**src/pod_pkg.sv**
```systemverilog
package pod_pkg;

  // word and address widths
  localparam int data_width_c = 32;
  localparam int addr_width_c = 8;

  // top address bit picks the north bank when set
  localparam int addr_side_bit_c = addr_width_c - 1;

  // column number, enough for four columns
  localparam int col_width_c = 2;

  // committed tag payload for one side
  typedef struct packed {
    logic reset;
    logic dest_east_not_west;
  } pod_tag_payload_s;

  localparam int tag_payload_width_c = $bits(pod_tag_payload_s);

  // payload value held after rst_i
  localparam pod_tag_payload_s tag_payload_rst_c = '{
    reset: 1'b1,
    dest_east_not_west: 1'b0
  };

  // one write-back record, side bit of addr is always clear
  typedef struct packed {
    logic [col_width_c-1:0]  col;
    logic [addr_width_c-1:0] addr;
    logic [data_width_c-1:0] data;
  } pod_wb_entry_s;

  localparam int wb_entry_width_c = $bits(pod_wb_entry_s);

endpackage

```
**src/pod_tag_client.sv**
```systemverilog
`timescale 1ns/100ps

module pod_tag_client
  import pod_pkg::*;
  (
    input  logic             clk_i,
    input  logic             rst_i,
    input  logic             tag_en_i,
    input  logic             tag_data_i,
    input  logic             tag_commit_i,
    output pod_tag_payload_s payload_o
  );

  logic [tag_payload_width_c-1:0] shift_r;
  pod_tag_payload_s               payload_r;

  // lsb arrives first and ends up in bit 0
  always_ff @(posedge clk_i) begin
    if (rst_i) begin
      shift_r <= '0;
    end else if (tag_en_i) begin
      shift_r <= {tag_data_i, shift_r[tag_payload_width_c-1:1]};
    end
  end

  // commit copies the whole shift register at once
  always_ff @(posedge clk_i) begin
    if (rst_i) begin
      payload_r <= tag_payload_rst_c;
    end else if (tag_commit_i) begin
      payload_r <= pod_tag_payload_s'(shift_r);
    end
  end

  assign payload_o = payload_r;

endmodule

```
**config.mk**
```make
export PLATFORM = sky130hd
export DESIGN_NAME = pod_tag_client
export DESIGN_NICKNAME = d
export VERILOG_FILES = /design/src/pod_pkg.sv /design/src/pod_tag_client.sv
export SDC_FILE = /design/constraint.sdc
export NUM_CORES = 1
export LEC_CHECK = 0
export BUFFER_PORTS_ARGS = -buffer_cell sky130_fd_sc_hd__buf_2
export CORE_AREA = 3 3 40 42
export CTS_CLUSTER_DIAMETER = 200
export DETAILED_ROUTE_END_ITERATION = 8
export DIE_AREA = 0 0 43 45
export GPL_TIMING_DRIVEN = 0
export PLACE_DENSITY_LB_ADDON = 0.15
export SYNTH_ARGS = -nofsm -noshare
export SYNTH_HDL_FRONTEND = slang
export SYNTH_SLANG_ARGS = --single-unit
export TNS_END_PERCENT = 100
```
**constraint.sdc**
```tcl
create_clock -name clk_i -period 1.6 [get_ports clk_i]
set_input_delay 0.24 -clock clk_i [delete_from_list [all_inputs] [get_ports clk_i]]
set_output_delay 0.24 -clock clk_i [all_outputs]
set_load 0.03 [all_outputs]
```
# Yosys cells after proc, flatten, opt, wreduce, memory -nomap -nowiden
# Index checks and enable logic that the tools add are counted.
classes:
  add_sub_neg: 0
  n_mul: 0
  div: 0
  order_cmp: 0
  n_eq_ne: 0
  shift: 0
  muxes: 0
  n_bitwise: 0
  n_reduce_logical: 0
word_totals:
  ff_bits: 4
  latchBits: 0
  ram_bits: 0
  rom_bits: 0
  output_inout_bits: 2
  elab_cells: 3
  n_memories: 0

# Longest topological paths before layout
# Gate-level depths: netlist of run 1.
logic_depth:
  depth_word: 0
  ltp_mapped: 2

# Worst setup path before layout of run 1
# OpenSTA, ideal clock, no wires.
synth_path:
  path_type: "reg-to-reg"
  from: "reg, netlist name payload_o[1]"
  to: "reg payload_r, in the netlist payload_o[1]"
  setup_time_ns: 0.120
  t_arrival_ns: 0.752
  required_ns: 1.480
  slack_ns: 0.728
  stages_incl_launch_ff: 3
  n_path_buf: 0
  period_less_slack_ns: 0.872
  cell_sequence: "dfxtp_1 nor2b_1 a211o_1"
synth_rtl:
  columns: ["element", "line", "rtl"]
  rows:
  - ["end signal, assigned", "pod_tag_client.sv:29", "payload_r <= tag_payload_rst_c;"]
  - ["end signal, assigned", "pod_tag_client.sv:31", "payload_r <= pod_tag_payload_s'(shift_r);"]
  - ["end, declared", "pod_tag_client.sv:15", "pod_tag_payload_s payload_r;"]

# Worst setup path in the final report of run 1
layout_path:
  from: "reg payload_r, in the netlist payload_o[0]"
  to: "out payload_o[0] (netlist name)"
layout_rtl:
  columns: ["element", "line", "rtl"]
  rows:
  - ["end, declared", "pod_tag_client.sv:11", "output pod_tag_payload_s payload_o"]
# No word-level cell between the ends.

==> flow_summary.toml, run 1 <==
[outcome]
status = "finished clean"

[final_layout]
finalNonFillerCells = 36
diodes = 0
layout_commonest_cell = "buf_2"
design_area_um2 = 208
layout.nets = 28
area_growth_pct = 52.3
layout_common_cells = "buf_2 (6), dfxtp_1 (4), mux2i_1 (3), nor2_1 (3), clkbuf_4 (3)"
drive_gt1_share_pct = 42.9

[cts]
ctsResizeCount = 0
cts_setup_buffers = 0
numClockSinks = 4
clockBufferDepth = 2
cts_root_buffer = "clkbuf_4"
cts_made_buffers = 3
clk_latency_ns = 0.23
cts-htree-levels = 1
ctsHoldBuffers = 0
clk_pin_slew_ns = 0.04
cts_tree = "done"

[die]
initial_core_util_pct = 10.6
ios = 7
die_y_um = 45
die_area_mm2 = 0.00194
core_mm2 = 0.00128
rows = 13
die_w_um = 43

[worst_hold_path]
min_path_type = "in2reg"

[worst_setup_path]
crit_path_max_fanout = 2
startpoint_type = "flop"
crit_type = "reg2out"
cpMaxStageDelayCell = "dfxtp_1"
r2r_cells = 2
path_buf_inv = 1
critPathCaptureType = "primary output"
path_depth = 1
path_cells = "buf_2"
r2r_setup_slack_ns = 0.86
crit_path_start = "payload_o[0]"
max_stage_delay_ns = 0.31
reg2reg_from = "payload_o[1]"
worstPathRequired_ns = 1.36
crit_end = "payload_o[0]"
r2r-end = "payload_o[1]"
crit_family = "flip-flops"
cp.arrival_ns = 0.73

[sta]
tns_ns = 0
maxSlewHeadroom_pct = 91.5
clock_skew_ns = 0.00257
fin_ws_ns = 0.627
maxSlewViolCount = 0
grt_setup_unrepaired = "no"
hold_violations = 0
setup_viol = 0
fin_crit_ns = 0.973
fmax_mhz = 1030
max_slew.worst_pin.slew_ns = 0.124
fin_crit_sh_pct = 60.8

[global_routing]
grt_pass1_vias = 119
grt_overflow = 0
grt_max_degree = 5
grt_usage_pct = 4.08
antenna_found_initial = 0
grt_pass1_wl_um = 455

[pwr]
internal-power_w = 0.000199
p_sw_w = 0.0000524
p_seq_share_pct = 42.8
p_per_area_mw_per_mm2 = 1210
ir_drop_mv = 0.181
switching_share_pct = 20.8
power.leakage_nw = 0.100
pwr-share-clk_pct = 48.3
power.total_w = 0.000252
combPwrFrac_pct = 9.0

[detailed_routing]
wire_per_inst_um = 7.81
ant_nets = 0
routed_wl_um = 281
initialDrtViolationCount = 1
drc = 0
vias_per_cell = 3.28
dr.pass1.iters = 2
vias = 118

[job]
maxCapViolations = 0

[synthesis]
avgSynthCellArea_um2 = 11.4
synth-seq-area-share_pct = 58.7
yosysWarnings = 0
syn_nets = 17
yosysUniqueCellTypes = 5
synth_area_um2 = 136
synth_seq_cells = 4
synth_cells = 12

[place]
place_congestion = 0.534
port_buffers = 6
placed_cell_area_um2 = 185
placed_cells = 33
post-place-ws_ns = 0.841
[worst min path at each step]
stage / start / to / depth (start not counted)
3_5_place_dp: rst_i / shift_r[0] / 2
4_1_cts: rst_i / shift_r[0] / 2
2_1_floorplan: rst_i / payload_o[0] / 1
3_3_place_gp: rst_i / shift_r[1] / 2
6_report: rst_i / shift_r[0] / 2
5_1_grt: rst_i / payload_o[0] / 2
[cells in the mapped netlist, drive strengths merged]
cell | n | area [um2]
dfxtp | 4 | 80.1
mux2i | 3 | 30.0
nor2 | 3 | 11.3
a211o | 1 | 8.76
nor2b | 1 | 6.26
[per-layer routing]
metal	global-route usage, %	routed length, um	vias up	part of all wire (%)
met2	5.39	194	0	69
met4	7.23	0	0	0
met5	0	0	-	0
met1	2.42	87	58	31
li1	-	-	60	-
met3	3.59	0	0	0
[kinds of logic after synthesis]
| group | count (synthesis) | share of synthesized area [%] |
|---|---|---|
| compound gates | 1 | 6.42 |
| mux | 3 | 22.0 |
| flops | 4 | 58.7 |
| simple gates | 4 | 12.8 |
[state kept, by name, indices dropped and copies added, names as in the netlist]
name	cells
payload_o	2
shift_r	2
[power groups by stage]
stage | logic [W] | registers [W] | clock network [W]
2_1_floorplan | 0.00000747 | 0.000114 | 0
4_1_cts | 0.0000230 | 0.000108 | 0.000127
3_5_place_dp | 0.0000230 | 0.000109 | 0
3_3_place_gp | 0.0000227 | 0.000109 | 0
5_1_grt | 0.0000248 | 0.000108 | 0.000135
6_report | 0.0000226 | 0.000108 | 0.000122
[per-stage QoR]
stage	utilization, %	hold slack [ns]
4_1_cts	16.2	0.221
2_1_floorplan	-	0.312
3_3_place_gp	14.4	0.459
5_1_grt	16.2	0.224
6_report	16.2	0.224
3_5_place_dp	14.4	0.465
[layout make-up]
cell class	count	area [um2]
clock buffers	3	22.5
repair buffers	6	30.0
multi-input cells	8	56.3
flip-flops and latches	4	80.1
well taps	15	18.8
fillers	153	1080
Power figures use the tool's default switching activity.
==> run 2, diff against run 1 <==
- ABC_AREA: not set -> 1
- clock period: 1.6 -> 0.9 ns (I/O delays scaled with it)
==> run 2 against run 1 <==
Final cell count grew 33%. First-iteration DRC count rose to 4.0 times the previous value. Die area did not move. Power rose by 92%. Largest cell class unchanged. Largest power group unchanged. Highest routed layer is now met3.
==> flow_summary.toml, run 2 <==
[final_layout]
layout_commonest_cell = "nand2_1"
area_growth_pct = 47.7
layout.nets = 40
fin_util_pct = 18.4
layout_common_cells = "nand2_1 (8), nor2_1 (5), inv_1 (4), buf_2 (4), dfxtp_1 (4)"
fill_cells = 150
drive_gt1_share_pct = 33.3
diodes = 0

[outcome]
status = "finished clean"

[worst_setup_path]
r2r-end = "shift_r[0]"
crit_type = "reg2out"
critPathCaptureType = "primary output"
crit_path_max_fanout = 2
path_cells = "buf_4"
worstPathRequired_ns = 0.76
reg2reg_from = "shift_r[1]"
max_stage_delay_ns = 0.32
cp.arrival_ns = 0.72
r2r_setup_slack_ns = 0.30
startpoint_type = "flop"
r2r_cells = 4
cpMaxStageDelayCell = "dfxtp_1"
crit_family = "flip-flops"
path_buf_inv = 1
crit_path_start = "payload_o[1]"

[pwr]
power.total_w = 0.000483
p_sw_w = 0.000117
p_seq_share_pct = 40.8
p_per_area_mw_per_mm2 = 2040
switching_share_pct = 24.3
combPwrFrac_pct = 12.9
power.leakage_nw = 0.128
pwr-share-clk_pct = 46.3
internal-power_w = 0.000366
ir_drop_mv = 0.705

[synthesis]
yosysTopAreaCell = "dfxtp_1"
synth_top_cells_by_count = "nand2_1 (8), nor2_1 (5), dfxtp_1 (4), inv_1 (4)"
synthDominantCellAreaShare_pct = 50.0
synth_edf_count = 0
syn_nets = 29
yosysWarnings = 0
synth_area_um2 = 160
synth.most_common_cell = "nand2_1"
synth-seq-area-share_pct = 50.0
yosysUniqueCellTypes = 7
synth_seq_cells = 4
synth.area.top_cells = "dfxtp_1 (50%), nand2_1 (19%), nor2_1 (12%), inv_1 (9.4%), nor2_2 (3.9%)"
async_reset_ff_share_pct = 0
avgSynthCellArea_um2 = 6.67
synth-main-ff-cell = "dfxtp_1"
synth_cells = 24

[global_routing]
antenna_found_initial = 0
grt_pass1_vias = 133
grt_overflow = 0
grt_pass1_wl_um = 545
grt_max_degree = 5
grt_usage_pct = 4.67

[place]
post-place-ws_ns = 0.267
place_congestion = 0.715
port_buffers = 6

[worst_hold_path]
min_path_type = "in2reg"
hp-start = "rst_i"
hold_path_end = "payload_o[1]"
min_path_cells = 3

[cts]
clk_latency_ns = 0.24
cts_tree = "done"
clk_pin_slew_ns = 0.04
clockBufferDepth = 2
cts_root_buffer = "clkbuf_4"
cts_made_buffers = 3
numClockSinks = 4
cts-htree-levels = 1

[sta]
max_slew.worst_pin.slew_ns = 0.110
tns_ns = 0
hold_violations = 0
fin_crit_ns = 0.853
maxSlewHeadroom_pct = 92.6
maxSlewViolCount = 0
fmax_mhz = 1170
fin_crit_sh_pct = 94.7
setup_viol = 0
clock_skew_ns = 0.00393
grt_setup_unrepaired = "no"
fin_ws_ns = 0.0473

[detailed_routing]
initialDrtViolationCount = 4
ant_nets = 0
routed_wl_um = 310
drc = 0
dr.pass1.iters = 2
wire_per_inst_um = 6.46
vias = 157
vias_per_cell = 3.27

[die]
die_w_um = 43
ios = 7
die_y_um = 45
initial_core_util_pct = 12.5
rows = 13
core_mm2 = 0.00128
die_area_mm2 = 0.00194

[job]
maxCapViolations = 0
run 2: cell types whose count changed in the layout (fill, tap and decap cells not counted), sizes merged:
cell and delta:
clkinv +1, nand3 +1, a211o -1, mux2i -3, nor2b -1, nor2 +3, nand2 +8, inv +4
run 2: power by group through the flow:
| stage | clock, W | sequential, W | combinational [W] |
|---|---|---|---|
| CTS | 0.000238 | 0.000197 | 0.0000599 |
| global placement | 0 | 0.000200 | 0.0000590 |
| detailed placement | 0 | 0.000200 | 0.0000594 |
| global route | 0.000248 | 0.000198 | 0.0000725 |
| finish | 0.000224 | 0.000197 | 0.0000623 |
| floorplan | 0 | 0.000212 | 0.0000250 |
run 2: worst max path at each step:
stage              endpoint  depth (start not counted)  slack [ns]
2_1_floorplan  payload_o[0]                          2        0.19
3_3_place_gp   payload_o[1]                          1        0.27
3_5_place_dp   payload_o[0]                          1        0.27
4_1_cts        payload_o[1]                          1       0.006
5_1_grt        payload_o[1]                          1        0.02
6_report       payload_o[1]                          1        0.05
run 2: cell families after synthesis:
| logic type | Yosys count | share of synthesized area [%] |
|---|---|---|
| AND/OR/NAND/NOR | 15 | 37.5 |
| flip-flops | 4 | 50.0 |
| buffers and inverters | 5 | 12.5 |
run 2: what timing repair did:
item | CTS | global route
resized for setup | 0 | 4
endpoints found under the hold margin | 0 | 0
hold buffers | 0 | 0
setup endpoints to repair | 0 | 2
buffers inserted | 0 | 0
run 2: area by class of cell:
class / count / area (um2) / area share (%)
clock buffer: 3 / 22.5 / 9.52
inverter: 5 / 20.0 / 8.47
multi-input combinational: 15 / 60.1 / 25.4
sequential: 4 / 80.1 / 33.9
tap: 15 / 18.8 / 7.94
timing repair buffer: 6 / 35.0 / 14.8
run 2: through the flow:
step / hold slack, ns / instance area (um2) / instances
finish: 0.161 / 236 / 48
floorplan: 0.261 / 160 / 24
global placement: 0.401 / 209 / 45
CTS: 0.156 / 231 / 48
detailed placement: 0.404 / 209 / 45
global route: 0.186 / 236 / 48
run 2: per-layer routing:
layer	share of wire, %	global-route usage, %	routed length (um)
met4	0	1.81	0
met2	29	4.19	90
met5	0	0	0
met1	45	4.85	139
met3	26	7.57	80
==> run 3, diff against run 2 <==
- MAX_ROUTING_LAYER: not set -> met4
==> run 3 against run 2 <==
Highest routed layer unchanged. Largest cell class unchanged. Register-to-register slack about the same. Clock power is essentially flat. Critical path type unchanged. Core utilization is the same. Die area stayed put. Via count unchanged. Critical endpoint unchanged. Largest power group unchanged.
==> flow_summary.toml, run 3 (synthesis gave the netlist of run 2 again) <==
[outcome]
status = "finished clean"

[cts]
ctsHoldBuffers = 0
cts_setup_buffers = 0
numClockSinks = 4
cts-htree-levels = 1
clockBufferDepth = 2
ctsResizeCount = 0
cts_tree = "done"
cts_root_buffer = "clkbuf_4"
clk_latency_ns = 0.24
cts_made_buffers = 3
clk_pin_slew_ns = 0.04

[detailed_routing]
drc = 0
vias = 157
wire_per_inst_um = 6.52
initialDrtViolationCount = 5
routed_wl_um = 313
dr.pass1.iters = 4
ant_nets = 0
vias_per_cell = 3.27

[global_routing]
grt_max_degree = 5
grt_overflow = 0
grt_pass1_vias = 132
antenna_found_initial = 0
grt_usage_pct = 4.82
grt_pass1_wl_um = 545

[final_layout]
diodes = 0
layout.nets = 40
layout_common_cells = "nand2_1 (8), nor2_1 (5), inv_1 (4), buf_2 (4), dfxtp_1 (4)"
layout_commonest_cell = "nand2_1"
design_area_um2 = 236
drive_gt1_share_pct = 33.3
area_growth_pct = 47.7

[worst_setup_path]
r2r_setup_slack_ns = 0.30
max_stage_delay_ns = 0.32
critPathCaptureType = "primary output"
path_cells = "buf_4"
cpMaxStageDelayCell = "dfxtp_1"
startpoint_type = "flop"
path_buf_inv = 1
crit_type = "reg2out"
crit_path_max_fanout = 2
worstPathRequired_ns = 0.76
cp.arrival_ns = 0.72
crit_family = "flip-flops"

[sta]
maxSlewHeadroom_pct = 92.5
fmax_mhz = 1170
hold_slack_ns = 0.161
maxSlewViolCount = 0
fin_crit_ns = 0.851
fin_crit_sh_pct = 94.6
tns_ns = 0
setup_viol = 0
max_slew.worst_pin.slew_ns = 0.112
hold_violations = 0
clock_skew_ns = 0.00415
fin_ws_ns = 0.0488
grt_setup_unrepaired = "no"

[pwr]
p_per_area_mw_per_mm2 = 2040
ir_drop_mv = 0.704
power.leakage_nw = 0.128

[die]
core_mm2 = 0.00128
die_w_um = 43
initial_core_util_pct = 12.5
rows = 13
ios = 7
die_y_um = 45
die_area_mm2 = 0.00194

[worst_hold_path]
min_path_type = "in2reg"

[place]
placed_cell_area_um2 = 209
port_buffers = 6
post-place-ws_ns = 0.267
place_congestion = 0.723

[job]
maxCapViolations = 0
run 3: worst min-delay path: stages:
cell	delay, ns
buf_2	0.09
clkinv_2	0.07
nand3_1	0.07
run 3: final cells by class:
class / count / area [um2]
Clock buffer: 3 / 22.5
Tap cell: 15 / 18.8
Fill cell: 150 / 1050
Multi-Input combinational cell: 15 / 60.1
Inverter: 5 / 20.0
Sequential cell: 4 / 80.1
Timing Repair Buffer: 6 / 35.0
run 3: metal layers:
layer  global-route usage, %  vias to the layer above  routed length, um
met5                       -                        -                  0
met4                    1.81                        0                  0
met3                    7.57                        0                 77
met2                    4.19                       10                 91
met1                    4.85                       61                144
li1                        -                       86                  -
run 3: per-stage QoR:
stage	instances	power, W	util (%)
final	48	0.000483	18.4
after global routing	48	0.000519	18.4
after CTS	48	0.000495	18.0
after detailed placement	45	0.000259	16.3
after global placement	45	0.000258	16.3
after floorplan	24	0.000237	-
run 3: final timing paths:
path / from / endpoint / cells after the start
min: rst_i / payload_o[1] / 3
min reg2reg: payload_o[1] / payload_o[1] / 2
max reg2reg: shift_r[1] / shift_r[0] / 4
max: payload_o[1] / payload_o[1] / 1
run 3: power by group:
group          switching, W  internal (W)  leakage (nW)
Combinational     0.0000365     0.0000258        0.0806
Sequential       0.00000641      0.000191        0.0332
Clock             0.0000744      0.000149        0.0138
Total              0.000117      0.000366         0.128
